==> src/rtl/mem_pkg.sv <==
`default_nettype none

package mem_pkg;

    typedef logic [31:0] addr_t;
    typedef logic [31:0] data_t;
    typedef logic [3:0]  strb_t;
    typedef logic [1:0]  resp_t;
    typedef logic [7:0]  word_idx_t;

    // 1 KiB window at the start of the upper half of the map
    localparam addr_t MEM_BASE       = 32'h8000_0000;
    localparam int    MEM_WORDS      = 256;
    localparam int    ACCESS_LATENCY = 2;

    localparam resp_t RESP_OKAY   = 2'b00;
    localparam resp_t RESP_SLVERR = 2'b10;

    typedef logic [$clog2(ACCESS_LATENCY + 1)-1:0] lat_cnt_t;

    typedef enum logic [1:0] {
        RD_IDLE,
        RD_ADDR,
        RD_WAIT,
        RD_RESP
    } rd_state_t;

    typedef enum logic [2:0] {
        WR_IDLE,
        WR_ADDR,
        WR_DATA,
        WR_WAIT,
        WR_RESP
    } wr_state_t;

    typedef enum logic {
        ARB_IDLE,
        ARB_BUSY
    } arb_state_t;

endpackage

`default_nettype wire

==> src/rtl/axi_read_arbiter.sv <==
`timescale 1ns/1ps
`default_nettype none

module axi_read_arbiter (
    input  wire  logic           clk,
    input  wire  logic           rst_n,

    // instruction fetch master
    input  wire  mem_pkg::addr_t f_araddr,
    input  wire  logic           f_arvalid,
    output logic                 f_arready,
    output mem_pkg::data_t       f_rdata,
    output mem_pkg::resp_t       f_rresp,
    output logic                 f_rvalid,
    input  wire  logic           f_rready,

    // load/store master
    input  wire  mem_pkg::addr_t d_araddr,
    input  wire  logic           d_arvalid,
    output logic                 d_arready,
    output mem_pkg::data_t       d_rdata,
    output mem_pkg::resp_t       d_rresp,
    output logic                 d_rvalid,
    input  wire  logic           d_rready,

    // shared slave read channel
    output mem_pkg::addr_t       s_araddr,
    output logic                 s_arvalid,
    input  wire  logic           s_arready,
    input  wire  mem_pkg::data_t s_rdata,
    input  wire  mem_pkg::resp_t s_rresp,
    input  wire  logic           s_rvalid,
    output logic                 s_rready
);

    import mem_pkg::*;

    arb_state_t state;
    logic       gnt_data;
    logic       last_data;
    logic       pick_data;
    logic       sel_f;
    logic       sel_d;

    // data wins a tie only if fetch was served last
    assign pick_data = d_arvalid && (!f_arvalid || !last_data);

    always_ff @(posedge clk or negedge rst_n) begin
        if (!rst_n) begin
            state     <= ARB_IDLE;
            gnt_data  <= 1'b0;
            last_data <= 1'b1;
        end else begin
            unique case (state)
                ARB_IDLE: begin
                    if (f_arvalid || d_arvalid) begin
                        gnt_data  <= pick_data;
                        last_data <= pick_data;
                        state     <= ARB_BUSY;
                    end
                end
                ARB_BUSY: begin
                    if (s_rvalid && s_rready) begin
                        state <= ARB_IDLE;
                    end
                end
                default: state <= ARB_IDLE;
            endcase
        end
    end

    assign sel_f = (state == ARB_BUSY) && !gnt_data;
    assign sel_d = (state == ARB_BUSY) && gnt_data;

    assign s_araddr  = gnt_data ? d_araddr : f_araddr;
    assign s_arvalid = (sel_f && f_arvalid) || (sel_d && d_arvalid);
    assign s_rready  = (sel_f && f_rready) || (sel_d && d_rready);

    assign f_arready = sel_f && s_arready;
    assign f_rvalid  = sel_f && s_rvalid;
    assign f_rdata   = sel_f ? s_rdata : '0;
    assign f_rresp   = sel_f ? s_rresp : RESP_OKAY;

    assign d_arready = sel_d && s_arready;
    assign d_rvalid  = sel_d && s_rvalid;
    assign d_rdata   = sel_d ? s_rdata : '0;
    assign d_rresp   = sel_d ? s_rresp : RESP_OKAY;

endmodule

`default_nettype wire

==> config.mk <==
export PLATFORM = sky130hd
export DESIGN_NAME = axi_read_arbiter
export DESIGN_NICKNAME = d
export VERILOG_FILES = /design/src/rtl/mem_pkg.sv /design/src/rtl/axi_read_arbiter.sv
export SDC_FILE = /design/constraint.sdc
export NUM_CORES = 1
export LEC_CHECK = 0
export BUFFER_PORTS_ARGS = -buffer_cell sky130_fd_sc_hd__buf_2
export CAP_MARGIN = 20
export CORE_AREA = 2 2 81 83
export DETAILED_ROUTE_END_ITERATION = 10
export DIE_AREA = 0 0 83 85
export PLACE_DENSITY_LB_ADDON = 0.12
export SYNTH_ARGS = -nofsm -noshare
export SYNTH_HDL_FRONTEND = slang
export SYNTH_SLANG_ARGS = --single-unit
==> constraint.sdc <==
create_clock -name clk -period 1.45 [get_ports clk]
set_input_delay 0.145 -clock clk [delete_from_list [all_inputs] [get_ports clk]]
set_output_delay 0.145 -clock clk [all_outputs]
set_load 0.005 [all_outputs]
# --- After elaboration in Yosys (flattened, before gate mapping) ---
# Cells that the tools add are included.
totals:
  register_bits: 3
  input_bits: 106
  word_cells: 32
op_classes:
  n_mux: 8
  bitwise: 1
  n_reduce_logical: 20
op_table:
  columns: ["op", "count"]
  rows:
  - ["two-way mux 32 bit", 3]
  - ["logical AND 1 bit", 12]
  - ["logical OR 1 bit", 4]
  - ["two-way mux 2 bit", 2]
  - ["logical NOT 1 bit", 3]
  - ["two-way mux 1 bit", 2]
  - ["one-hot mux 1 bit (2 select lines)", 1]
  - ["AND reduction 2 bit", 1]
  - ["inverter 1 bit", 1]

# --- Depth between registers and ports, before layout ---
# Gate-level depths: netlist of run 1.
depth:
  ltp_word: 7
  depth_mapped: 4
  ltp_nobuf: 2

# --- Worst setup path after synthesis of run 1 ---
# No wires, ideal clock.
synth_timing:
  path_type: "register to output"
  start: "reg gnt_data"
  end: "out f_rdata[10]"
  arrival_ns: 0.934
  required_ns: 1.305
  path_slack_ns: 0.371
  stages_incl_launch_ff: 5
  path_buffers: 2
  cell_sequence: "dfrtp_1 > buf_6 > nor2b_4 > buf_6 > and2_1"
synth_between:
  elab_chain_cells: 3
synth_rtl:
  columns: ["item", "line", "rtl"]
  rows:
  - ["start, declared", "axi_read_arbiter.sv:39", "logic gnt_data;"]
  - ["start signal, assigned", "axi_read_arbiter.sv:57", "gnt_data <= pick_data;"]
  - ["logical NOT 1 bit", "axi_read_arbiter.sv:72", "assign sel_f = (state == ARB_BUSY) && !gnt_data;"]
  - ["logical AND 1 bit", "axi_read_arbiter.sv:72", null]
  - ["two-way mux 32 bit", "axi_read_arbiter.sv:81", "assign f_rdata = sel_f ? s_rdata : '0;"]
  - ["end, declared", "axi_read_arbiter.sv:12", "output mem_pkg::data_t f_rdata,"]
# No other way between the ends.

# --- Final worst setup path of run 1 ---
layout_timing:
  start: "reg gnt_data"
  end: "out s_araddr[19]"
layout_between:
  elab_chain_cells: 1
layout_rtl:
  columns: ["item", "line", "rtl"]
  rows:
  - ["two-way mux 32 bit", "axi_read_arbiter.sv:75", "assign s_araddr = gnt_data ? d_araddr : f_araddr;"]
  - ["end, declared", "axi_read_arbiter.sv:27", "output mem_pkg::addr_t s_araddr,"]
# No other way between the ends.

==> results.py, run 1 <==
metrics = {
    "outcome": {
        "status": "complete, but fails checks",
        "violations": "negative setup slack",
    },
    "synthesis": {
        "synth_top_family_by_area": "simple AND/OR/NAND/NOR gates",
        "synth_area_leader_cell": "mux2_2",
        "synth_area_per_cell_sq_um": 8.147,
        "synth_compound_area_share_pct": 2.503,
        "async_reset_ff_share_pct": 100.0,
        "synth_cells": 135,
        "ys_ff_latch": 3,
        "ys_seq_area_share_pct": 6.940,
        "synth-main-ff-cell": "dfrtp_1",
        "synth_area_sq_um": 1100,
        "synth_edf_count": 0,
        "synth_xor_area_share_pct": 0,
        "syn-num-nets": 241,
        "synth_adder_area_share_pct": 0,
        "synth_top_area_share_pct": 32.76,
        "ys_types": 19,
        "synth_mux_area_share_pct": 34.58,
        "synth_area_leaders": "mux2_2 33%, and2_1 20%, and3_1 20%",
        "yosys.area_share.simple_pct": 44.82,
        "yosys_warnings": 0,
        "yosys-top-cells-count": "36 x and2_1, 36 x and3_1, 32 x mux2_2",
    },
    "setup_path": {
        "critical_path_class": "reg2out",
        "cp.required_ns": 1.31,
        "crit_fanout": 29,
        "worst_r2r_endpoint": "state$_DFF_PN0_",
        "slowest_stage": "dfrtp_2",
        "critPathMaxStageDelay_ns": 0.45,
        "r2r_slack_ns": 0.35,
        "crit_family": "flip-flops",
        "reg2reg_depth": 3,
        "regToRegStartpoint": "gnt_data$_DFFE_PN0P_",
        "path_cells": "buf_12 > mux2_2 > buf_2",
        "start_kind": "flop",
        "end_kind": "output port",
        "crit_arrival_ns": 1.39,
        "startpoint": "gnt_data$_DFFE_PN0P_",
        "critPathBufInv": 2,
    },
    "detailed_routing": {
        "wl_met3_um": 426,
        "vias_per_cell": 4.265,
        "dr_wl_met2_mm": 3.365,
        "drt_iter0_markers": 29,
        "routedLengthMet1_mm": 2.500,
        "wl_per_cell_um": 15.06,
        "wirelength_mm": 6.490,
        "firstDrtPassIters": 4,
        "vias": 1838,
        "dr.max_layer_used": "met4",
        "drc": 0,
        "ant_nets": 0,
    },
    "min_path": {
        "hold_start": "d_arvalid",
        "hold_path.class": "in2reg",
        "holdPathStages": 2,
        "whs_endpoint": "state$_DFF_PN0_",
    },
    "power_and_ir_drop": {
        "totalPowerFinal_w": 0.004610,
        "leakage_nw": 1.734,
        "worst_ir_drop_vdd_uv": 1039,
        "power.density_nw_per_um2": 1605,
    },
    "global_routing": {
        "antenna_found_initial": 1,
        "grt_pass1_wl_mm": 8.135,
        "grt_pass1_vias": 1595,
        "gr-usage-all-layers_pct": 13.70,
        "grt_overflow": 0,
        "grt_max_degree": 38,
    },
    "clock_network": {
        "insertion_delay_ns": 0.22,
        "clockRootBuffer": "clkbuf_8",
        "clock_path_buffers": 2,
        "cts_tree": "built",
        "htreeDepth": 1,
        "cts.sinks": 3,
        "numCtsBuffers": 3,
        "clkTransAtPathRegs_ns": 0.03,
    },
    "timing": {
        "slew-limit-headroom_pct": 83.34,
        "fin_worst_skew_ns": 0.001767,
        "finalHoldViolations": 0,
        "tightest_slew_ns": 0.2498,
        "worst_slack_ns": -0.08017,
        "slew_viol_final": 0,
        "fmax_ghz": 0.6535,
        "final-setup-viol-count": 56,
        "fin_crit_sh_pct": 105.5,
        "rsz0062_at_grt": "yes",
        "layout_min_cycle_time_ns": 1.530,
    },
    "die": {
        "coreArea_sq_um": 6205,
        "die_x_um": 83,
        "dieArea_sq_um": 7055,
        "io_pins": 212,
        "start_util_pct": 17.73,
        "placementRows": 29,
        "die_h_um": 85,
    },
    "place": {
        "dp_hpwl_mm": 4.530,
        "place_congestion": 0.7808,
        "portBuffers": 211,
        "postPlaceCellArea_sq_um": 2217,
    },
    "final_layout": {
        "multi_input_area_sq_um": 1032,
        "final_net_count": 460,
        "seq_area_sq_um": 77.57,
        "final_cell_area_sq_um": 2873,
        "syn_to_final_growth_pct": 161.2,
        "layout-drive-gt1-share_pct": 85.55,
        "fill_cells": 622,
    },
    "run": {
        "maxCapViolCount": 0,
    },
}
[layer usage]
metal  global-route usage, %  vias up
li1                        -      909
met1                   15.52      815
met2                   26.25      102
met3                   2.432       12
met4                   3.726        0
met5                       0        -
[stage by stage]
stage                     hold WS (ns)  std cells  util (%)  TNS, ns  setup slack, ns
after floorplan                -0.1506        135         -        0           0.3713
after global placement        -0.05341        414     35.73        0           0.1573
after detailed placement      -0.05705        414     35.73        0           0.1369
after CTS                       0.2079        419     37.37   -1.476         -0.07071
after global routing            0.2313        431     46.30   -5.534          -0.1183
final                           0.2151        431     46.30   -2.701         -0.08017
[sequential cells by signal (all words and copies together), names as in the netlist]
name / count
gnt_data: 1
last_data: 1
state: 1
[worst max path at each step]
stage	endpoint	slack (ns)	cells after the start
global placement	s_araddr[17]	0.16	3
detailed placement	s_araddr[17]	0.14	3
finish	s_araddr[19]	-0.08	3
floorplan	f_rdata[10]	0.37	4
CTS	s_araddr[12]	-0.07	3
global route	s_araddr[13]	-0.12	3
[power by group]
group / internal [W] / switching [W]
clock network: 0.000188 / 0.0000561
logic: 0.00265 / 0.00153
registers: 0.000132 / 0.0000572
[cell families after synthesis]
| family | after synthesis |
|---|---|
| multiplexers | 34 |
| AND/OR/NAND/NOR | 79 |
| flip-flops | 3 |
| buffers and inverters | 16 |
| AO/OA/AOI/OAI | 3 |
[layout by cell type, fill, tap and decap left out]
cell type / n
a21o_1: 1
a32o_1: 1
and2_1: 2
and2_4: 34
and3_1: 35
and3_4: 1
buf_12: 5
buf_2: 169
buf_4: 4
buf_6: 43
buf_8: 3
clkbuf_1: 1
clkbuf_16: 4
clkbuf_8: 3
dfrtp_1: 1
dfrtp_2: 1
dfstp_2: 1
diode_2: 1
dlygate4sd3_1: 1
inv_1: 1
mux2_2: 22
mux2_4: 10
mux2i_1: 1
mux2i_2: 1
nand2_1: 2
nand2b_1: 1
nor2_1: 2
nor2b_4: 1
nor3b_1: 1
o32a_1: 1
[timing repair]
item | CTS | global route
pin swaps | 0 | 34
setup endpoints to repair | 31 | 68
cloned | 0 | 7
hold endpoints to repair | 3 | 0
gates resized for setup | 10 | 85
setup buffers | 0 | 4
hold buffers | 1 | 0
[area by class of cell]
class                           instances  area share (%)
Timing Repair Buffer                  229           56.23
Multi-Input combinational cell        116           35.93
Tap cell                               77           3.354
Sequential cell                         3           2.700
Clock buffer                            4           1.568
Inverter                                1          0.1307
Antenna cell                            1         0.08711
[worst register-to-register path: stages (launching register included)]
cell and delay (ns):
dfrtp_2 0.45, buf_4 0.19, mux2i_2 0.22, o32a_1 0.17
No activity file was read; power rests on OpenSTA's default activity.
==> run 2: changes to the inputs <==
- CTS_CLUSTER_SIZE: not set -> 28
- MAX_ROUTING_LAYER: not set -> met4
- RECOVER_POWER: not set -> 50
==> run 2 against run 1 <==
Non-clock buffer count shrank 1. Fmax shrank 0.28%. Flip-flop and latch count is the same. The run still ends with negative setup slack left. Largest cell class unchanged. Routed wire length shrank 0.76%. Largest power group unchanged. Combinational power is essentially flat. Critical path depth is the same. Final cell count shrank 0.23%.
==> results.py, run 2 (same netlist as run 1, synthesis figures left out) <==
metrics = {
    "outcome": {
        "status": "complete, but fails checks",
        "violations": "negative setup slack",
    },
    "final_layout": {
        "final_net_count": 459,
        "layout-drive-gt1-share_pct": 85.23,
        "fill_cells": 621,
        "final_cell_mix": "167 x buf_2, 43 x buf_6, 35 x and3_1",
        "layout.cells.non_filler": 430,
        "layout_commonest_cell": "buf_2",
        "syn_to_final_growth_pct": 161.0,
        "multi_input_area_sq_um": 1036,
        "seq_area_sq_um": 77.57,
        "reg_top3": "gnt_data x1, last_data x1, state x1",
    },
    "die": {
        "placementRows": 29,
        "coreArea_sq_um": 6205,
        "die_x_um": 83,
        "dieArea_sq_um": 7055,
        "die_h_um": 85,
        "start_util_pct": 17.73,
        "io_pins": 212,
    },
    "detailed_routing": {
        "firstDrtPassIters": 4,
        "wl_per_cell_um": 14.98,
        "ant_nets": 0,
        "wirelength_mm": 6.441,
        "vias_per_cell": 4.277,
        "drc": 0,
        "drt_iter0_markers": 61,
        "vias": 1839,
    },
    "setup_path": {
        "slowest_stage": "dfrtp_2",
        "reg2reg_depth": 3,
        "cp.required_ns": 1.31,
        "path_depth": 3,
        "crit_fanout": 29,
        "start_kind": "flop",
        "critPathBufInv": 2,
        "r2r_slack_ns": 0.35,
        "end_kind": "output port",
        "crit_family": "flip-flops",
        "path_cells": "buf_12 > mux2_2 > buf_2",
        "critPathMaxStageDelay_ns": 0.46,
        "crit_arrival_ns": 1.39,
        "critical_path_class": "reg2out",
    },
    "clock_network": {
        "numCtsBuffers": 3,
        "clkTransAtPathRegs_ns": 0.03,
        "cts_tree": "built",
        "cts.sinks": 3,
        "clockRootBuffer": "clkbuf_8",
        "htreeDepth": 1,
        "insertion_delay_ns": 0.22,
        "clock_path_buffers": 2,
    },
    "place": {
        "place_congestion": 0.7915,
        "post-place-ws_ns": 0.1369,
        "portBuffers": 211,
        "dp.cells": 414,
        "dp_hpwl_mm": 4.530,
    },
    "timing": {
        "worst_slack_ns": -0.08449,
        "tns_ns": -2.334,
        "fmax_ghz": 0.6517,
        "slew_viol_final": 0,
        "fin_worst_skew_ns": 0.001935,
        "slew-limit-headroom_pct": 83.46,
        "final-setup-viol-count": 61,
        "hold_slack_ns": 0.2113,
        "rsz0062_at_grt": "yes",
        "finalHoldViolations": 0,
        "layout_min_cycle_time_ns": 1.534,
        "fin_crit_sh_pct": 105.8,
        "tightest_slew_ns": 0.2481,
    },
    "min_path": {
        "hold_path.class": "in2reg",
        "holdPathStages": 2,
    },
    "power_and_ir_drop": {
        "worst_ir_drop_vdd_uv": 1105,
        "power.density_nw_per_um2": 1600,
        "leakage_nw": 1.731,
    },
    "global_routing": {
        "use_met3_pct": 2.237,
        "antenna_found_initial": 1,
        "grt_pass1_wl_mm": 8.135,
        "grt_max_degree": 38,
        "gr-usage-all-layers_pct": 14.11,
        "grt_overflow": 0,
        "grt_use_met1_pct": 15.64,
        "use_met2_pct": 26.25,
        "busiest_layer": "met2",
        "grt_pass1_vias": 1595,
    },
    "run": {
        "maxCapViolCount": 0,
    },
}
[run 2: metrics by stage]
step                      total power, W  util [%]  area (sq um)
after floorplan                 0.001769         -          1100
after global placement          0.002917     35.73          2217
after detailed placement        0.002905     35.73          2217
after CTS                       0.003255     37.37          2318
after global routing            0.004892     46.26          2870
final                           0.004591     46.26          2870
[run 2: where the power goes]
part	internal, W	switching [W]
clock network	0.000187	0.0000548
registers	0.000132	0.0000582
logic	0.00263	0.00152
total	0.00295	0.00164
[run 2: repair_timing]
item | CTS | global route
pin swaps | 0 | 34
setup endpoints to repair | 31 | 68
hold buffers | 1 | 0
buffers inserted | 0 | 3
cloned | 0 | 7
endpoints found under the hold margin | 3 | 0
resized for setup | 10 | 86
[run 2: worst reg2reg max path, cell delays in order (launching register included)]
cell and delay [ns]:
dfrtp_2 0.46, buf_4 0.19, mux2i_2 0.22, o32a_1 0.17
[run 2: layout make-up]
cell class	instances	area share (%)
repair buffers	228	56.06
multi-input cells	116	36.09
well taps	77	3.357
flip-flops and latches	3	2.703
clock buffers	4	1.569
inverters	1	0.1308
diodes	1	0.08718
[run 2: final timing paths]
path	end	start
max	s_araddr[19]	gnt_data$_DFFE_PN0P_
min	state$_DFF_PN0_	d_arvalid
max reg2reg	state$_DFF_PN0_	gnt_data$_DFFE_PN0P_
min reg2reg	last_data$_DFFE_PN1P_	last_data$_DFFE_PN1P_
max in group asynchronous	last_data$_DFFE_PN1P_	rst_n
min in group asynchronous	state$_DFF_PN0_	rst_n
[run 2: layer usage]
| layer | routed length (um) | share of wire (%) |
|---|---|---|
| met1 | 2465 | 38 |
| met2 | 3368 | 52 |
| met3 | 426 | 6.6 |
| met4 | 180 | 2.8 |
| met5 | 0 | 0 |
==> run 3: changes to the inputs <==
- GPL_TIMING_DRIVEN: not set -> 0
- PLACE_DENSITY_LB_ADDON: 0.12 -> not set
==> run 3 against run 2 <==
The flow still finishes with violations (negative setup slack). Final cell count is 0.70% higher. First-iteration DRC count down 57%. Critical path depth is 1 higher. Clock skew increased by 0.00094 ns. Combinational power is 29% lower. Sequential power decreased by 17%. Via count shrank 0.87%.
==> results.py, run 3 (same netlist as run 1, synthesis figures left out) <==
metrics = {
    "run": {
        "maxCapViolCount": 0,
    },
    "timing": {
        "layout_min_cycle_time_ns": 1.478,
        "finalHoldViolations": 0,
        "fin_worst_skew_ns": 0.002872,
        "final-setup-viol-count": 46,
        "tns_ns": -0.6206,
        "slew-limit-headroom_pct": 79.51,
        "slew_viol_final": 0,
        "hold_slack_ns": 0.2364,
        "worst_slack_ns": -0.02756,
        "tightest_slew_ns": 0.3074,
        "fin_crit_sh_pct": 101.9,
        "fmax_ghz": 0.6768,
        "rsz0062_at_grt": "yes",
    },
    "min_path": {
        "hold_path.class": "in2reg",
    },
    "final_layout": {
        "reg_top3": "gnt_data x1, last_data x1, state x1",
        "syn_to_final_growth_pct": 114.9,
        "final_net_count": 463,
        "fill_cells": 672,
        "seq_area_sq_um": 77.57,
        "layout-drive-gt1-share_pct": 74.44,
        "num_antenna_cells": 0,
        "layout_commonest_cell": "buf_2",
        "multi_input_area_sq_um": 907.1,
        "final_cell_area_sq_um": 2364,
        "final_cell_mix": "209 x buf_2, 36 x and3_1, 35 x and2_1",
    },
    "setup_path": {
        "crit_fanout": 10,
        "end_kind": "output port",
        "critPathMaxStageDelay_ns": 0.34,
        "critPathBufInv": 3,
        "slowest_stage": "mux2_2",
        "crit_top_cell": "buf_6",
        "path_cells": "buf_6 > buf_6 > mux2_2 > buf_2",
        "r2r_slack_ns": 0.32,
        "cp.required_ns": 1.31,
        "start_kind": "flop",
        "crit_arrival_ns": 1.33,
        "critical_path_class": "reg2out",
        "crit_family": "buffers and inverters",
    },
    "clock_network": {
        "clkTransAtPathRegs_ns": 0.03,
        "clock_path_buffers": 2,
        "cts_tree": "built",
        "insertion_delay_ns": 0.21,
        "clockRootBuffer": "clkbuf_8",
        "htreeDepth": 1,
        "numCtsBuffers": 3,
        "cts.sinks": 3,
    },
    "power_and_ir_drop": {
        "p_seq_share_pct": 4.7,
        "worst_ir_drop_vdd_uv": 685.9,
        "totalPowerFinal_w": 0.003340,
        "p_comb_share_pct": 88.0,
        "p_sw_w": 0.001345,
        "power.density_nw_per_um2": 1413,
        "clkPwrFrac_pct": 7.3,
        "leakage_nw": 1.529,
        "swShare_pct": 40.26,
        "cellInternalPower_w": 0.001995,
    },
    "place": {
        "dp_hpwl_mm": 4.790,
        "postPlaceCellArea_sq_um": 2252,
        "portBuffers": 211,
        "post-place-ws_ns": 0.05807,
        "place_congestion": 0.7321,
    },
    "die": {
        "die_x_um": 83,
        "coreArea_sq_um": 6205,
        "placementRows": 29,
        "start_util_pct": 17.73,
        "die_h_um": 85,
        "dieArea_sq_um": 7055,
        "io_pins": 212,
    },
    "detailed_routing": {
        "vias_per_cell": 4.210,
        "ant_nets": 0,
        "drc": 0,
        "wl_per_cell_um": 13.01,
        "drt_iter0_markers": 26,
        "firstDrtPassIters": 4,
        "wirelength_mm": 5.635,
        "vias": 1823,
    },
    "global_routing": {
        "grt_pass1_wl_mm": 8.549,
        "grt_overflow": 0,
        "gr-usage-all-layers_pct": 14.86,
        "grt_max_degree": 11,
        "antenna_found_initial": 0,
        "grt_pass1_vias": 1713,
    },
    "outcome": {
        "status": "complete, but fails checks",
        "violations": "negative setup slack",
    },
}
-- run 3: stage by stage --
step / utilization (%) / instances
floorplan: - / 135
global placement: 36.30 / 423
detailed placement: 36.30 / 423
CTS: 38.13 / 433
global route: 38.09 / 433
finish: 38.09 / 433
-- run 3: repair_timing --
action / 4_1_cts / 5_1_grt
cloned: 1 / 0
hold endpoints to repair: 3 / 0
setup endpoints to repair: 91 / 82
hold buffers: 1 / 0
resized for setup: 8 / 3
setup buffers: 4 / 0
-- run 3: final cells by class --
| class | count | area share (%) |
|---|---|---|
| tap | 77 | 4.076 |
| inverter | 1 | 0.1588 |
| multi-input combinational | 116 | 38.38 |
| clock buffer | 4 | 1.906 |
| buffer | 15 | 5.188 |
| timing repair buffer | 217 | 47.01 |
| sequential | 3 | 3.282 |
-- run 3: worst paths after layout --
kind                                       start               endpoint  cells past startpoint
setup / recovery            gnt_data$_DFFE_PN0P_           s_araddr[14]                      4
min in group asynchronous                  rst_n   gnt_data$_DFFE_PN0P_                      2
max in group asynchronous                  rst_n  last_data$_DFFE_PN1P_                      2
hold reg to reg            last_data$_DFFE_PN1P_  last_data$_DFFE_PN1P_                      1
setup reg to reg                 state$_DFF_PN0_        state$_DFF_PN0_                      2
hold / removal                         d_arvalid        state$_DFF_PN0_                      2
-- run 3: worst register-to-register path, cell delays in order (launching register included) --
cell and delay (ns):
dfrtp_2 0.43, clkbuf_2 0.20, o32a_1 0.38
-- run 3: per-layer routing --
| layer | up-vias | track usage (%) | wire length, um |
|---|---|---|---|
| met3 | 0 | 2.043 | 400 |
| met2 | 95 | 28.08 | 3031 |
| met4 | 0 | 1.639 | 0 |
| met5 | - | - | 0 |
| li1 | 912 | - | - |
| met1 | 816 | 17.22 | 2202 |
-- run 3: power by group through the flow --
stage,Clock (W),Sequential (W),Combinational [W]
global route,0.000258,0.000165,0.00323
detailed placement,0,0.000158,0.00283
floorplan,0,0.000150,0.00162
finish,0.000242,0.000158,0.00294
global placement,0,0.000158,0.00280
CTS,0.000245,0.000159,0.00300
