$ cat src/rtl/mem_pkg.sv
`default_nettype none

package mem_pkg;

    typedef logic [31:0] addr_t;
    typedef logic [31:0] data_t;
    typedef logic [3:0]  strb_t;
    typedef logic [1:0]  resp_t;
    typedef logic [7:0]  word_idx_t;

    // 1 KiB window at the start of the upper half of the map
    localparam addr_t MEM_BASE       = 32'h8000_0000;
    localparam int    MEM_WORDS      = 256;
    localparam int    ACCESS_LATENCY = 2;

    localparam resp_t RESP_OKAY   = 2'b00;
    localparam resp_t RESP_SLVERR = 2'b10;

    typedef logic [$clog2(ACCESS_LATENCY + 1)-1:0] lat_cnt_t;

    typedef enum logic [1:0] {
        RD_IDLE,
        RD_ADDR,
        RD_WAIT,
        RD_RESP
    } rd_state_t;

    typedef enum logic [2:0] {
        WR_IDLE,
        WR_ADDR,
        WR_DATA,
        WR_WAIT,
        WR_RESP
    } wr_state_t;

    typedef enum logic {
        ARB_IDLE,
        ARB_BUSY
    } arb_state_t;

endpackage

`default_nettype wire

$ cat src/rtl/axi_sram_slave.sv
`timescale 1ns/1ps
`default_nettype none

module axi_sram_slave (
    input  wire  logic               clk,
    input  wire  logic               rst_n,

    input  wire  mem_pkg::addr_t     araddr,
    input  wire  logic               arvalid,
    output logic                     arready,
    output mem_pkg::data_t           rdata,
    output mem_pkg::resp_t           rresp,
    output logic                     rvalid,
    input  wire  logic               rready,

    input  wire  mem_pkg::addr_t     awaddr,
    input  wire  logic               awvalid,
    output logic                     awready,
    input  wire  mem_pkg::data_t     wdata,
    input  wire  mem_pkg::strb_t     wstrb,
    input  wire  logic               wvalid,
    output logic                     wready,
    output mem_pkg::resp_t           bresp,
    output logic                     bvalid,
    input  wire  logic               bready,

    output logic                     rd_en,
    output mem_pkg::word_idx_t       rd_idx,
    input  wire  mem_pkg::data_t     rd_data,
    output logic                     wr_en,
    output mem_pkg::word_idx_t       wr_idx,
    output mem_pkg::data_t           wr_data,
    output mem_pkg::strb_t           wr_strb
);

    import mem_pkg::*;

    rd_state_t rd_state;
    lat_cnt_t  rd_cnt;
    addr_t     rd_addr;
    logic      rd_ok;

    wr_state_t wr_state;
    lat_cnt_t  wr_cnt;
    addr_t     wr_addr;
    logic      wr_ok;

    function automatic logic addr_in_window(addr_t a);
        return (a >= MEM_BASE) && (a < MEM_BASE + addr_t'(4 * MEM_WORDS));
    endfunction

    function automatic word_idx_t word_of(addr_t a);
        addr_t offset;
        offset = a - MEM_BASE;
        return word_idx_t'(offset >> 2);
    endfunction

    // array read issued on the last wait cycle, data lands with rvalid
    assign rd_idx = word_of(rd_addr);
    assign rd_en  = (rd_state == RD_WAIT) && (rd_cnt == lat_cnt_t'(ACCESS_LATENCY - 1)) && rd_ok;
    assign rdata  = rd_ok ? rd_data : '0;

    always_ff @(posedge clk or negedge rst_n) begin
        if (!rst_n) begin
            rd_state <= RD_IDLE;
            rd_cnt   <= '0;
            arready  <= 1'b0;
            rvalid   <= 1'b0;
            rresp    <= RESP_OKAY;
            rd_ok    <= 1'b0;
        end else begin
            unique case (rd_state)
                RD_IDLE: begin
                    if (arvalid) begin
                        arready  <= 1'b1;
                        rd_state <= RD_ADDR;
                    end
                end
                RD_ADDR: begin
                    if (arvalid && arready) begin
                        arready  <= 1'b0;
                        rd_addr  <= araddr;
                        rd_ok    <= addr_in_window(araddr);
                        rresp    <= addr_in_window(araddr) ? RESP_OKAY : RESP_SLVERR;
                        rd_cnt   <= '0;
                        rd_state <= RD_WAIT;
                    end
                end
                RD_WAIT: begin
                    if (rd_cnt == lat_cnt_t'(ACCESS_LATENCY - 1)) begin
                        rvalid   <= 1'b1;
                        rd_state <= RD_RESP;
                    end else begin
                        rd_cnt <= rd_cnt + 1'b1;
                    end
                end
                RD_RESP: begin
                    if (rready) begin
                        rvalid   <= 1'b0;
                        rd_state <= RD_IDLE;
                    end
                end
                default: rd_state <= RD_IDLE;
            endcase
        end
    end

    // write lands in the array on the W handshake
    assign wr_idx  = word_of(wr_addr);
    assign wr_data = wdata;
    assign wr_strb = wstrb;
    assign wr_en   = (wr_state == WR_WAIT) && wready && wvalid && wr_ok;

    always_ff @(posedge clk or negedge rst_n) begin
        if (!rst_n) begin
            wr_state <= WR_IDLE;
            wr_cnt   <= '0;
            awready  <= 1'b0;
            wready   <= 1'b0;
            bvalid   <= 1'b0;
            bresp    <= RESP_OKAY;
            wr_ok    <= 1'b0;
        end else begin
            unique case (wr_state)
                WR_IDLE: begin
                    if (awvalid) begin
                        awready  <= 1'b1;
                        wr_state <= WR_ADDR;
                    end
                end
                WR_ADDR: begin
                    if (awvalid && awready) begin
                        awready  <= 1'b0;
                        wr_addr  <= awaddr;
                        wr_ok    <= addr_in_window(awaddr);
                        bresp    <= addr_in_window(awaddr) ? RESP_OKAY : RESP_SLVERR;
                        wr_state <= WR_DATA;
                    end
                end
                WR_DATA: begin
                    if (wvalid) begin
                        wr_cnt   <= '0;
                        wr_state <= WR_WAIT;
                    end
                end
                WR_WAIT: begin
                    if (wready && wvalid) begin
                        wready   <= 1'b0;
                        bvalid   <= 1'b1;
                        wr_state <= WR_RESP;
                    end else if (!wready) begin
                        if (wr_cnt == lat_cnt_t'(ACCESS_LATENCY - 1)) begin
                            wready <= 1'b1;
                        end else begin
                            wr_cnt <= wr_cnt + 1'b1;
                        end
                    end
                end
                WR_RESP: begin
                    if (bready) begin
                        bvalid   <= 1'b0;
                        wr_state <= WR_IDLE;
                    end
                end
                default: wr_state <= WR_IDLE;
            endcase
        end
    end

endmodule

`default_nettype wire

$ cat config.mk
export PLATFORM = sky130hd
export DESIGN_NAME = axi_sram_slave
export DESIGN_NICKNAME = d
export VERILOG_FILES = /design/src/rtl/mem_pkg.sv /design/src/rtl/axi_sram_slave.sv
export SDC_FILE = /design/constraint.sdc
export NUM_CORES = 1
export LEC_CHECK = 0
export BUFFER_PORTS_ARGS = -buffer_cell sky130_fd_sc_hd__buf_2
export CAP_MARGIN = 20
export CORE_AREA = 2 2 90 92
export DETAILED_ROUTE_END_ITERATION = 7
export DIE_AREA = 0 0 92 94
export GPL_ROUTABILITY_DRIVEN = 1
export PLACE_DENSITY = 0.69
export SLEW_MARGIN = 25
export SYNTH_ARGS = -nofsm -noshare
export SYNTH_HDL_FRONTEND = slang
export SYNTH_SLANG_ARGS = --single-unit
$ cat constraint.sdc
create_clock -name clk -period 1.99 [get_ports clk]
set_input_delay 0.199 -clock clk [delete_from_list [all_inputs] [get_ports clk]]
set_output_delay 0.199 -clock clk [all_outputs]
set_load 0.01 [all_outputs]
---- After elaboration in Yosys (flattened, before gate mapping) ----
Index checks and enable logic that the tools add are counted.
word-level totals
  latch bits .............................. 0
  input port bits ......................... 139
  flip-flop bits (word level) ............. 40
  bits in writable memories ............... 0
  memories kept ........................... 0
  bits in read-only memories .............. 0
operators by class
  add/subtract/negate cells ............... 4
  reductions and logical operators ........ 30
  shift-type cells ........................ 0
  divide/modulo/power cells ............... 0
  order comparisons ....................... 4
  eq/ne operators ......................... 22
  bitwise operators ....................... 0
  multiply operators ...................... 0
  mux-type cells .......................... 37
operators by type and width
  operator                 count
  $ge A32 B32 Y1 const B   2
  $lt A32 B32 Y1 const B   2
  $mux W32                 1
  $mux W2                  12
  $ne A2 B2 Y1 const B     11
  $reduce_and A3 Y1        7
  $sub A10 B1 Y10 const B  2
  $mux W3                  5
  $pmux W3 S5              1
  $reduce_bool A2 Y1       6
  $mux W1                  11
  $logic_and A1 B1 Y1      10
  $reduce_and A5 Y1        2
  $pmux W1 S2              4
  $pmux W2 S2              2
  $pmux W2 S4              1
  $eq A2 B1 Y1 const B     3
  $eq A3 B2 Y1 const B     2
  $add A2 B1 Y2 const B    2
  $eq A2 B2 Y1 const B     2
  $ne A2 B1 Y1 const B     2
  $reduce_and A2 Y1        2
  $reduce_and A4 Y1        1
  $eq A3 B1 Y1 const B     1
  3 further kinds          3

---- Logic depth before layout (Yosys ltp) ----
Gate-level depths: netlist of the first run.
  word-level depth ........................ 5
  depth in mapped cells ................... 5

---- Least setup slack after synthesis of the first run ----
No wires, ideal clock.
  path kind ............................... register to register
  start point ............................. register wr_state[1]
  end point ............................... register wr_addr[2], enable pin
  required time ........................... 1.607 ns
  setup time .............................. 0.383 ns
  period minus slack after synthesis ...... 1.953 ns
  buffers on the path ..................... 1
  arrival ................................. 1.569 ns
  path slack .............................. 0.037 ns
  stages on the path, launching flop included .. 4
  cells stage by stage .................... dfrtp_1 -> or3b_1 -> clkbuf_2 -> nor3_1
between the ends
  word-level cells in the longest chain between the ends .. 2
ends and longest elaborated chain
  item                                RTL line               text
  start: declaration                  axi_sram_slave.sv:43   wr_state_t wr_state;
  start signal: assignment            axi_sram_slave.sv:116  wr_state <= WR_IDLE;
  start signal: assignment            axi_sram_slave.sv:128  wr_state <= WR_ADDR;
  start signal: assignment            axi_sram_slave.sv:137  wr_state <= WR_DATA;
  $eq A3 B1 Y1                        axi_sram_slave.sv:124  unique case (wr_state)
  $reduce_and A3 Y1 (no source line)  -
  end signal: assignment              axi_sram_slave.sv:134  wr_addr <= awaddr;
  end: declaration                    axi_sram_slave.sv:45   addr_t wr_addr;
No other way between the ends.
A chain may end at the register's enable or synchronous reset.

---- Final worst setup path of the first run ----
  start point ............................. register rd_state[1]
  end point ............................... register rd_state[1]
between the ends
  word-level cells in the longest chain between the ends .. 3
  elaborated cells on any way between the ends .. 10
ends and longest elaborated chain
  item                                                                  RTL line              text
  start: declaration                                                    axi_sram_slave.sv:38  rd_state_t rd_state;
  start signal: assignment                                              axi_sram_slave.sv:65  rd_state <= RD_IDLE;
  start signal: assignment                                              axi_sram_slave.sv:76  rd_state <= RD_ADDR;
  start signal: assignment                                              axi_sram_slave.sv:86  rd_state <= RD_WAIT;
  $eq A2 B2 Y1, or another cell as far along                            axi_sram_slave.sv:72  unique case (rd_state)
  $ne A2 B1 Y1 (no source line) / $ne A2 B2 Y1 (equally long branches)  -
  $reduce_and A4 Y1 (no source line)                                    -
Several ways; a longest one is shown, not always the timed one.

==> impl_metrics.py, run 1 <==
metrics = {
    "outcome": {
        "status": "completed",
    },
    "cts": {
        "cts_tree": "built",
        "clock_path_buffers": 2,
        "root_buffer": "clkbuf_8",
        "cts.sinks": 34,
        "cts_setup_buffers": 0,
        "cts_max_level": 2,
        "clkSlewWorstSetupHoldPaths_ns": 0.06,
        "numCtsBuffers": 5,
        "clk_latency_ns": 0.28,
    },
    "placed_design": {
        "post_dp_cell_area_sq_um": 2661,
        "dp_hpwl_mm": 4.949,
        "gp_congestion": 0.7373,
        "io_buffers": 155,
        "dp_cells": 415,
    },
    "yosys": {
        "synthTopCellsByCount": "buf_4, and2_1, dfrtp_1, edfxtp_1, nor4_1",
        "synth.largest_area_cell": "edfxtp_1",
        "ys_async_sr_fraction_pct": 52.94,
        "synth_top_area_share_pct": 23.50,
        "synthTopCellsByArea": "edfxtp_1, dfrtp_1, buf_4",
        "ys_warn_count": 0,
        "seq_area_frac_synth_pct": 45.53,
        "avgSynthCellArea_sq_um": 10.33,
        "synth_flop_cell": "dfrtp_1",
        "synth_edf_count": 16,
        "ys_types": 43,
        "yosys_register_bits": 34,
        "synth_area_sq_um": 2044,
        "syn_inst": 198,
        "yosysMostFrequentCell": "buf_4",
    },
    "pwr": {
        "leakagePower_nw": 1.401,
        "powerDensity_nw_per_um2": 1049,
        "peakVddDrop_mv": 0.5137,
    },
    "job": {
        "cap_violations": 0,
    },
    "timing": {
        "slew_headroom_pct": 50.30,
        "clock_skew_ns": 0.008082,
        "fmax_ghz": 0.5643,
        "finalMaxSlewViolations": 0,
        "setup_tns_ns": 0,
        "finalSetupViolations": 0,
        "post-route-min-period_ns": 1.772,
        "hold_viol_final": 0,
        "post-route-period-util_pct": 89.05,
        "rsz0062_at_grt": "no",
        "worst_slew_pin_slew_ns": 0.7455,
    },
    "cells_and_area": {
        "drive_above_1_share_pct": 52.34,
        "multi_input_area_sq_um": 785.8,
        "final_cell_count_no_fill": 423,
        "nNetsFinal": 466,
        "fillerInstances": 785,
        "syn2layout_area_growth_pct": 34.46,
        "antenna_cells": 0,
        "seqCellArea_sq_um": 932.1,
        "fin_area_sq_um": 2749,
    },
    "die": {
        "num_rows": 32,
        "num_io_pins": 234,
        "dieArea_sq_um": 8648,
        "die_w_microns": 92,
        "core_region_area_sq_um": 7607,
        "dieHeight_microns": 94,
        "start_util_pct": 26.88,
    },
    "hold_path": {
        "worst_hold_path.num_cells": 1,
        "min_from": "araddr[5]",
        "min_to": "rd_addr[5]",
        "hp-class": "primary input to flop",
    },
    "global_routing": {
        "globalRouteOverflowTotal": 0,
        "grt_max_degree": 35,
        "grt_pass1_wl_mm": 8.507,
        "antenna_found_initial": 0,
        "grt_pass1_vias": 1822,
        "grt_usage_pct": 12.61,
    },
    "critical_path": {
        "critPathKind": "flop to flop",
        "path_max_fanout": 5,
        "worst_r2r_endpoint": "rd_state[1]",
        "required_ns": 2.15,
        "r2r_slack_ns": 0.22,
        "reg2reg_depth": 5,
        "cp-end-kind": "flop",
        "r2r-start": "rd_state[1]",
        "start_kind": "flop",
        "arrival_ns": 1.94,
    },
    "routing": {
        "num_vias": 1912,
        "drc_errors": 0,
        "wl_met2_mm": 3.095,
        "wl_met3_microns": 590,
        "first_pass_iters": 4,
        "routedWlPerCell_microns": 13.78,
        "ant_nets": 0,
        "routed_wl_mm": 5.828,
        "drt_iter0_markers": 18,
        "viasPerCell": 4.520,
        "wl_met1_mm": 1.929,
        "top_layer": "met4",
    },
}
==> cell families (layout without fill, tap and decap cells) <==
kind of cell	after synthesis	in the layout	synth area share, %
flip-flops	34	34	45.53
AO/OA/AOI/OAI	27	27	9.792
AND/OR/NAND/NOR	77	77	23.01
multiplexers	3	3	1.591
adder cells (fa/ha/maj)	6	6	3.672
other	1	2	0.1834
buffers and inverters	50	172	16.22
==> worst max-delay path by stage <==
stage	slack, ns	endpoint	cells past startpoint	start
after global routing	0.06	rd_state[1]	5	rd_state[1]
after floorplan	0.04	wr_addr[2]	3	wr_state[1]
after detailed placement	0.21	rd_state[1]	5	rd_state[1]
final	0.22	rd_state[1]	5	rd_state[1]
after CTS	0.10	wr_en	4	wr_state[0]
after global placement	0.26	rd_state[1]	5	rd_state[1]
==> layout make-up <==
type / count / share of cell area (%)
Timing Repair Buffer: 158 / 29.13
Tap cell: 102 / 4.643
Inverter: 7 / 0.9558
Clock buffer: 7 / 2.777
Sequential cell: 34 / 33.91
Multi-Input combinational cell: 115 / 28.58
==> layout by cell type, fill, tap and decap left out, types with 3 or more instances in the layout <==
master	count
buf_2	155
and2_1	34
dfrtp_1	17
edfxtp_1	16
nor4_1	9
inv_1	7
ha_1	6
nand2_1	5
nor2b_1	5
o21ai_0	5
clkbuf_8	5
nor2_1	4
a21oi_1	3
a22o_1	3
==> critical path, stage by stage (launching register included) <==
cell	delay, ns
dfrtp_1	0.39
inv_1	0.08
ha_1	0.21
a21boi_1	0.18
a2111oi_2	0.42
mux2_2	0.38
==> state kept, by name (all words and copies together), names as in the netlist <==
register	flops
rd_addr	8
bvalid	1
wready	1
wr_ok	1
rvalid	1
arready	1
rresp	1
wr_addr	8
awready	1
bresp	1
rd_ok	1
rd_cnt	2
rd_state	2
wr_cnt	2
wr_state	3
==> layer usage <==
layer,GRT usage (%),up-vias
met5,0,-
met4,6.468,0
met3,4.013,27
met2,24.82,129
met1,11.46,855
li1,-,901
==> where the power goes <==
group / switching (mW) / internal [mW]
clock network: 0.223 / 0.241
registers: 0.229 / 0.924
logic: 0.615 / 0.653
==> metrics by stage <==
| step | util, % | hold slack [ns] | setup WS [ns] | power [mW] |
|---|---|---|---|---|
| 6_report | 36.13 | 0.09531 | 0.2179 | 2.884 |
| 5_1_grt | 36.13 | 0.08759 | 0.06203 | 3.121 |
| 4_1_cts | 36.12 | 0.08567 | 0.1007 | 2.936 |
| 3_5_place_dp | 34.98 | 0.03815 | 0.2110 | 2.459 |
| 3_3_place_gp | 34.98 | 0.04521 | 0.2635 | 2.407 |
| 2_1_floorplan | - | -0.09659 | 0.03721 | 2.015 |
==> timing repair <==
item,CTS,global route
endpoints found under the setup margin,0,1
gates resized for setup,0,1
hold endpoints to repair,4,0
hold buffers,1,0
(Power assumes the default switching activity.)
==> inputs of run 2 (changes only) <==
Settings changed: RECOVER_POWER set to 50.
==> impl_metrics.py, run 2 (synthesis gave the netlist of run 1 again) <==
metrics = {
    "pwr": {
        "p_switching_mw": 1.068,
        "clockPowerShare_pct": 16.1,
        "leakagePower_nw": 1.367,
        "internal_power_mw": 1.813,
        "seqPwrFrac_pct": 40.1,
        "swShare_pct": 37.07,
        "finalPower_mw": 2.881,
        "comb_power_share_pct": 43.8,
        "powerDensity_nw_per_um2": 1055,
        "peakVddDrop_mv": 0.5162,
    },
    "cts": {
        "cts_tree": "built",
        "cts_max_level": 2,
        "clock_path_buffers": 2,
        "root_buffer": "clkbuf_8",
        "cts.sinks": 34,
        "clkSlewWorstSetupHoldPaths_ns": 0.06,
        "numCtsBuffers": 5,
        "clk_latency_ns": 0.28,
        "cts_setup_buffers": 0,
    },
    "placed_design": {
        "dp_hpwl_mm": 4.949,
        "gp_congestion": 0.7373,
        "place_ws_ns": 0.2110,
        "dp_cells": 415,
        "post_dp_cell_area_sq_um": 2661,
        "io_buffers": 155,
    },
    "cells_and_area": {
        "antenna_cells": 0,
        "drive_above_1_share_pct": 48.60,
        "final_common_cell": "buf_2",
        "fin_area_sq_um": 2731,
        "final_cell_count_no_fill": 423,
        "seqCellArea_sq_um": 932.1,
        "top_regs": "rd_addr: 8 flops, wr_addr: 8 flops, wr_state: 3 flops",
        "fillerInstances": 791,
        "final_util_pct": 35.90,
        "nNetsFinal": 466,
        "multi_input_area_sq_um": 785.8,
        "syn2layout_area_growth_pct": 33.60,
        "mostFrequentLayoutCells": "buf_2, and2_1, dfrtp_1",
    },
    "routing": {
        "routedWlPerCell_microns": 13.84,
        "drt_iter0_markers": 20,
        "viasPerCell": 4.527,
        "routed_wl_mm": 5.854,
        "num_vias": 1915,
        "drc_errors": 0,
        "ant_nets": 0,
        "first_pass_iters": 4,
    },
    "global_routing": {
        "grt_max_degree": 35,
        "grt_pass1_vias": 1822,
        "antenna_found_initial": 0,
        "globalRouteOverflowTotal": 0,
        "grt_pass1_wl_mm": 8.507,
        "grt_usage_pct": 12.61,
    },
    "timing": {
        "rsz0062_at_grt": "no",
        "finalSetupViolations": 0,
        "fmax_ghz": 0.5645,
        "worst_slew_pin_slew_ns": 0.8008,
        "post-route-period-util_pct": 89.02,
        "post-route-min-period_ns": 1.772,
        "hold_ws_ns": 0.09601,
        "finalMaxSlewViolations": 0,
        "hold_viol_final": 0,
        "clock_skew_ns": 0.009470,
        "setup_tns_ns": 0,
        "slew_headroom_pct": 46.61,
        "fin_ws_ns": 0.2185,
    },
    "critical_path": {
        "path_buf_inv": 1,
        "required_ns": 2.15,
        "crit_slowest_cell": "a2111oi_2",
        "r2r_slack_ns": 0.22,
        "crit_chain": "inv_1, ha_1, a21boi_1, a2111oi_2, mux2_2",
        "start_kind": "flop",
        "slowest_delay_ns": 0.42,
        "cp-end-kind": "flop",
        "cp_top_family": "compound AO/OA/AOI/OAI gates",
        "arrival_ns": 1.94,
        "critPathKind": "flop to flop",
        "path_max_fanout": 5,
    },
    "die": {
        "core_region_area_sq_um": 7607,
        "num_io_pins": 234,
        "die_w_microns": 92,
        "dieHeight_microns": 94,
        "dieArea_sq_um": 8648,
        "start_util_pct": 26.88,
        "num_rows": 32,
    },
    "job": {
        "cap_violations": 0,
    },
    "hold_path": {
        "hp-class": "primary input to flop",
    },
    "outcome": {
        "status": "completed",
    },
}
[run 2: cell types whose count changed in the layout (fill, tap and decap cells not counted)]
cell,delta
buf_2,-11
buf_4,-1
clkbuf_1,+12
[run 2: what timing repair did]
item	in CTS	in global routing
endpoints found under the setup margin	0	1
gates resized for setup	0	1
hold buffers	1	0
endpoints found under the hold margin	4	0
[run 2: final timing paths]
check / to / start / depth (start not counted)
worst max-delay path: rd_state[1] / rd_state[1] / 5
worst min-delay path: rd_addr[5] / araddr[5] / 1
worst max register to register: rd_state[1] / rd_state[1] / 5
worst min register to register: wr_ok / wr_ok / 2
max in group asynchronous: rd_cnt[1] / rst_n / 3
min in group asynchronous: bresp[1] / rst_n / 2
[run 2: area by class of cell]
cell class | instances | area share [%]
Timing Repair Buffer | 158 | 28.68
Tap cell | 102 | 4.672
Multi-Input combinational cell | 115 | 28.77
Sequential cell | 34 | 34.13
Inverter | 7 | 0.9620
Clock buffer | 7 | 2.794
[run 2: power groups by stage]
| stage | Clock, mW | Combinational [mW] | Sequential [mW] |
|---|---|---|---|
| after floorplan | 0 | 0.909 | 1.11 |
| after global placement | 0 | 1.26 | 1.15 |
| after detailed placement | 0 | 1.29 | 1.17 |
| after CTS | 0.484 | 1.30 | 1.16 |
| after global routing | 0.505 | 1.41 | 1.20 |
| final | 0.463 | 1.26 | 1.15 |
[run 2: metal layers]
metal | GRT usage [%] | wire length, microns
met1 | 11.46 | 1949
met2 | 24.82 | 3100
met3 | 4.013 | 590
met4 | 6.468 | 213
met5 | 0 | 0
==> inputs of run 3 (changes only) <==
Settings changed: ABC_AREA set to 1, CORE_AREA 2 2 90 92 to 2 2 91 93, DIE_AREA 0 0 92 94 to 0 0 93 95, PLACE_DENSITY 0.69 to 0.7.
==> impl_metrics.py, run 3 <==
metrics = {
    "die": {
        "start_util_pct": 27.67,
        "num_io_pins": 234,
        "die_w_microns": 93,
        "dieHeight_microns": 95,
        "num_rows": 33,
        "core_region_area_sq_um": 7928,
        "dieArea_sq_um": 8835,
    },
    "placed_design": {
        "gp_congestion": 0.7966,
        "dp_cells": 521,
        "io_buffers": 155,
        "dp_hpwl_mm": 4.963,
    },
    "global_routing": {
        "antenna_found_initial": 0,
        "grt_pass1_vias": 2113,
        "globalRouteOverflowTotal": 0,
        "grt_usage_pct": 12.95,
        "grt_pass1_wl_mm": 9.052,
        "grt_max_degree": 33,
    },
    "cts": {
        "numCtsBuffers": 5,
        "cts_tree": "built",
        "clk_latency_ns": 0.29,
        "cts_setup_buffers": 0,
        "clock_path_buffers": 2,
        "root_buffer": "clkbuf_8",
        "cts.sinks": 34,
        "cts_max_level": 2,
        "clkSlewWorstSetupHoldPaths_ns": 0.08,
        "hold_buffers": 1,
        "cts-resized-gates": 0,
    },
    "outcome": {
        "status": "completed",
    },
    "timing": {
        "post-route-min-period_ns": 1.625,
        "worst_slew_pin_slew_ns": 1.031,
        "clock_skew_ns": 0.003621,
        "hold_viol_final": 0,
        "rsz0062_at_grt": "no",
        "finalMaxSlewViolations": 0,
        "fmax_ghz": 0.6154,
        "setup_tns_ns": 0,
        "finalSetupViolations": 0,
        "post-route-period-util_pct": 81.65,
        "slew_headroom_pct": 31.23,
    },
    "yosys": {
        "synthTopCellsByArea": "edfxtp_1, dfrtp_1, buf_4",
        "avgSynthCellArea_sq_um": 7.360,
        "synthTopCellsByCount": "nand2_1, inv_1, nor2_1, buf_4, dfrtp_1",
        "ys_async_sr_fraction_pct": 52.94,
        "ys_warn_count": 0,
        "yosys_register_bits": 34,
        "synth_edf_count": 16,
        "syn_inst": 298,
        "synth_top_area_share_pct": 21.91,
        "synth_area_sq_um": 2193,
        "ys_types": 25,
        "seq_area_frac_synth_pct": 42.44,
        "yosysMostFrequentCell": "nand2_1",
        "synth_flop_cell": "dfrtp_1",
        "synth.largest_area_cell": "edfxtp_1",
    },
    "critical_path": {
        "required_ns": 1.79,
        "r2r_slack_ns": 0.43,
        "worst_r2r_endpoint": "wr_addr[9]",
        "path_max_fanout": 7,
        "cp-end-kind": "output pin",
        "start_kind": "flop",
        "setup.worst_path.start": "wr_state[0]",
        "reg2reg_depth": 6,
        "critPathKind": "flop to output pin",
        "r2r-start": "wr_state[1]",
        "arrival_ns": 1.43,
    },
    "pwr": {
        "peakVddDrop_mv": 0.6973,
        "leakagePower_nw": 1.759,
        "powerDensity_nw_per_um2": 1090,
        "clockPowerShare_pct": 20.3,
        "p_switching_mw": 1.322,
        "seqPwrFrac_pct": 33.1,
        "internal_power_mw": 1.882,
        "comb_power_share_pct": 46.6,
        "swShare_pct": 41.26,
    },
    "cells_and_area": {
        "final_common_cell": "buf_2",
        "final_cell_count_no_fill": 530,
        "fillerInstances": 833,
        "seqCellArea_sq_um": 930.9,
        "mostFrequentLayoutCells": "buf_2, nand2_1, inv_1",
        "syn2layout_area_growth_pct": 34.00,
        "final_util_pct": 37.07,
        "top_regs": "rd_addr: 8 flops, wr_addr: 8 flops, wr_state: 3 flops",
        "nNetsFinal": 569,
        "antenna_cells": 0,
        "drive_above_1_share_pct": 37.65,
        "multi_input_area_sq_um": 733.2,
    },
    "routing": {
        "drc_errors": 0,
        "routedWlPerCell_microns": 11.27,
        "first_pass_iters": 4,
        "num_vias": 2243,
        "routed_wl_mm": 5.974,
        "viasPerCell": 4.232,
        "ant_nets": 0,
        "drt_iter0_markers": 77,
    },
    "hold_path": {
        "hp-class": "primary input to flop",
        "min_from": "awaddr[6]",
        "worst_hold_path.num_cells": 1,
        "min_to": "wr_addr[6]",
    },
    "job": {
        "cap_violations": 0,
    },
}
==> run 3: cell type report <==
class,count,share of cell area (%)
Tap cell,105,4.470
Inverter,62,7.918
Sequential cell,34,31.67
Timing Repair Buffer,160,27.12
Clock inverter,3,1.533
Clock buffer,5,2.341
Multi-Input combinational cell,161,24.95
==> run 3: how the worst max path moves through the flow <==
stage          slack [ns]         end  cells past startpoint
4_1_cts              0.35       wr_en                      5
6_report             0.37       wr_en                      5
3_3_place_gp         0.50  wr_addr[2]                      6
3_5_place_dp         0.45  wr_addr[8]                      6
5_1_grt              0.17       wr_en                      5
2_1_floorplan        0.40  wr_addr[2]                      5
==> run 3: kinds of logic (layout without fill, tap and decap cells) <==
family          Yosys count  after routing  share of synthesized area, %
simple gates            134            134                         24.82
fa+ha+maj                 6              6                         3.423
compound gates           19             19                         4.849
buf+inv                 104            230                         24.30
flops                    34             34                         42.44
other cells               1              2                        0.1710
==> run 3: power groups by stage <==
stage | clock [mW] | combinational [mW] | sequential [mW]
after detailed placement | 0 | 1.50 | 1.07
after global placement | 0 | 1.46 | 1.06
final | 0.651 | 1.49 | 1.06
after CTS | 0.679 | 1.51 | 1.06
after floorplan | 0 | 0.989 | 1.09
after global routing | 0.705 | 1.71 | 1.09
==> run 3: stage by stage <==
step	setup slack [ns]	area (sq um)	hold WS [ns]	total power, mW
finish	0.3651	2939	0.08097	3.203
global route	0.1655	2939	0.06325	3.495
CTS	0.3492	2958	0.07080	3.252
detailed placement	0.4515	2834	0.1920	2.578
global placement	0.5048	2834	0.1933	2.524
floorplan	0.4050	2197	-0.09659	2.079
==> run 3: worst max-delay path, stage by stage, from the launching register on <==
cell and delay [ns]:
dfrtp_1 0.49, nand2_2 0.09, nor3_1 0.23, inv_1 0.11
nor2_1 0.09, buf_2 0.13
==> run 3: layer usage <==
metal  wire (microns)  GRT usage (%)  vias up
li1                 -              -     1101
met1             2112          13.12     1004
met2             3035          24.15      123
met3              696          5.028       15
met4              129          4.657        0
met5                0              0        -
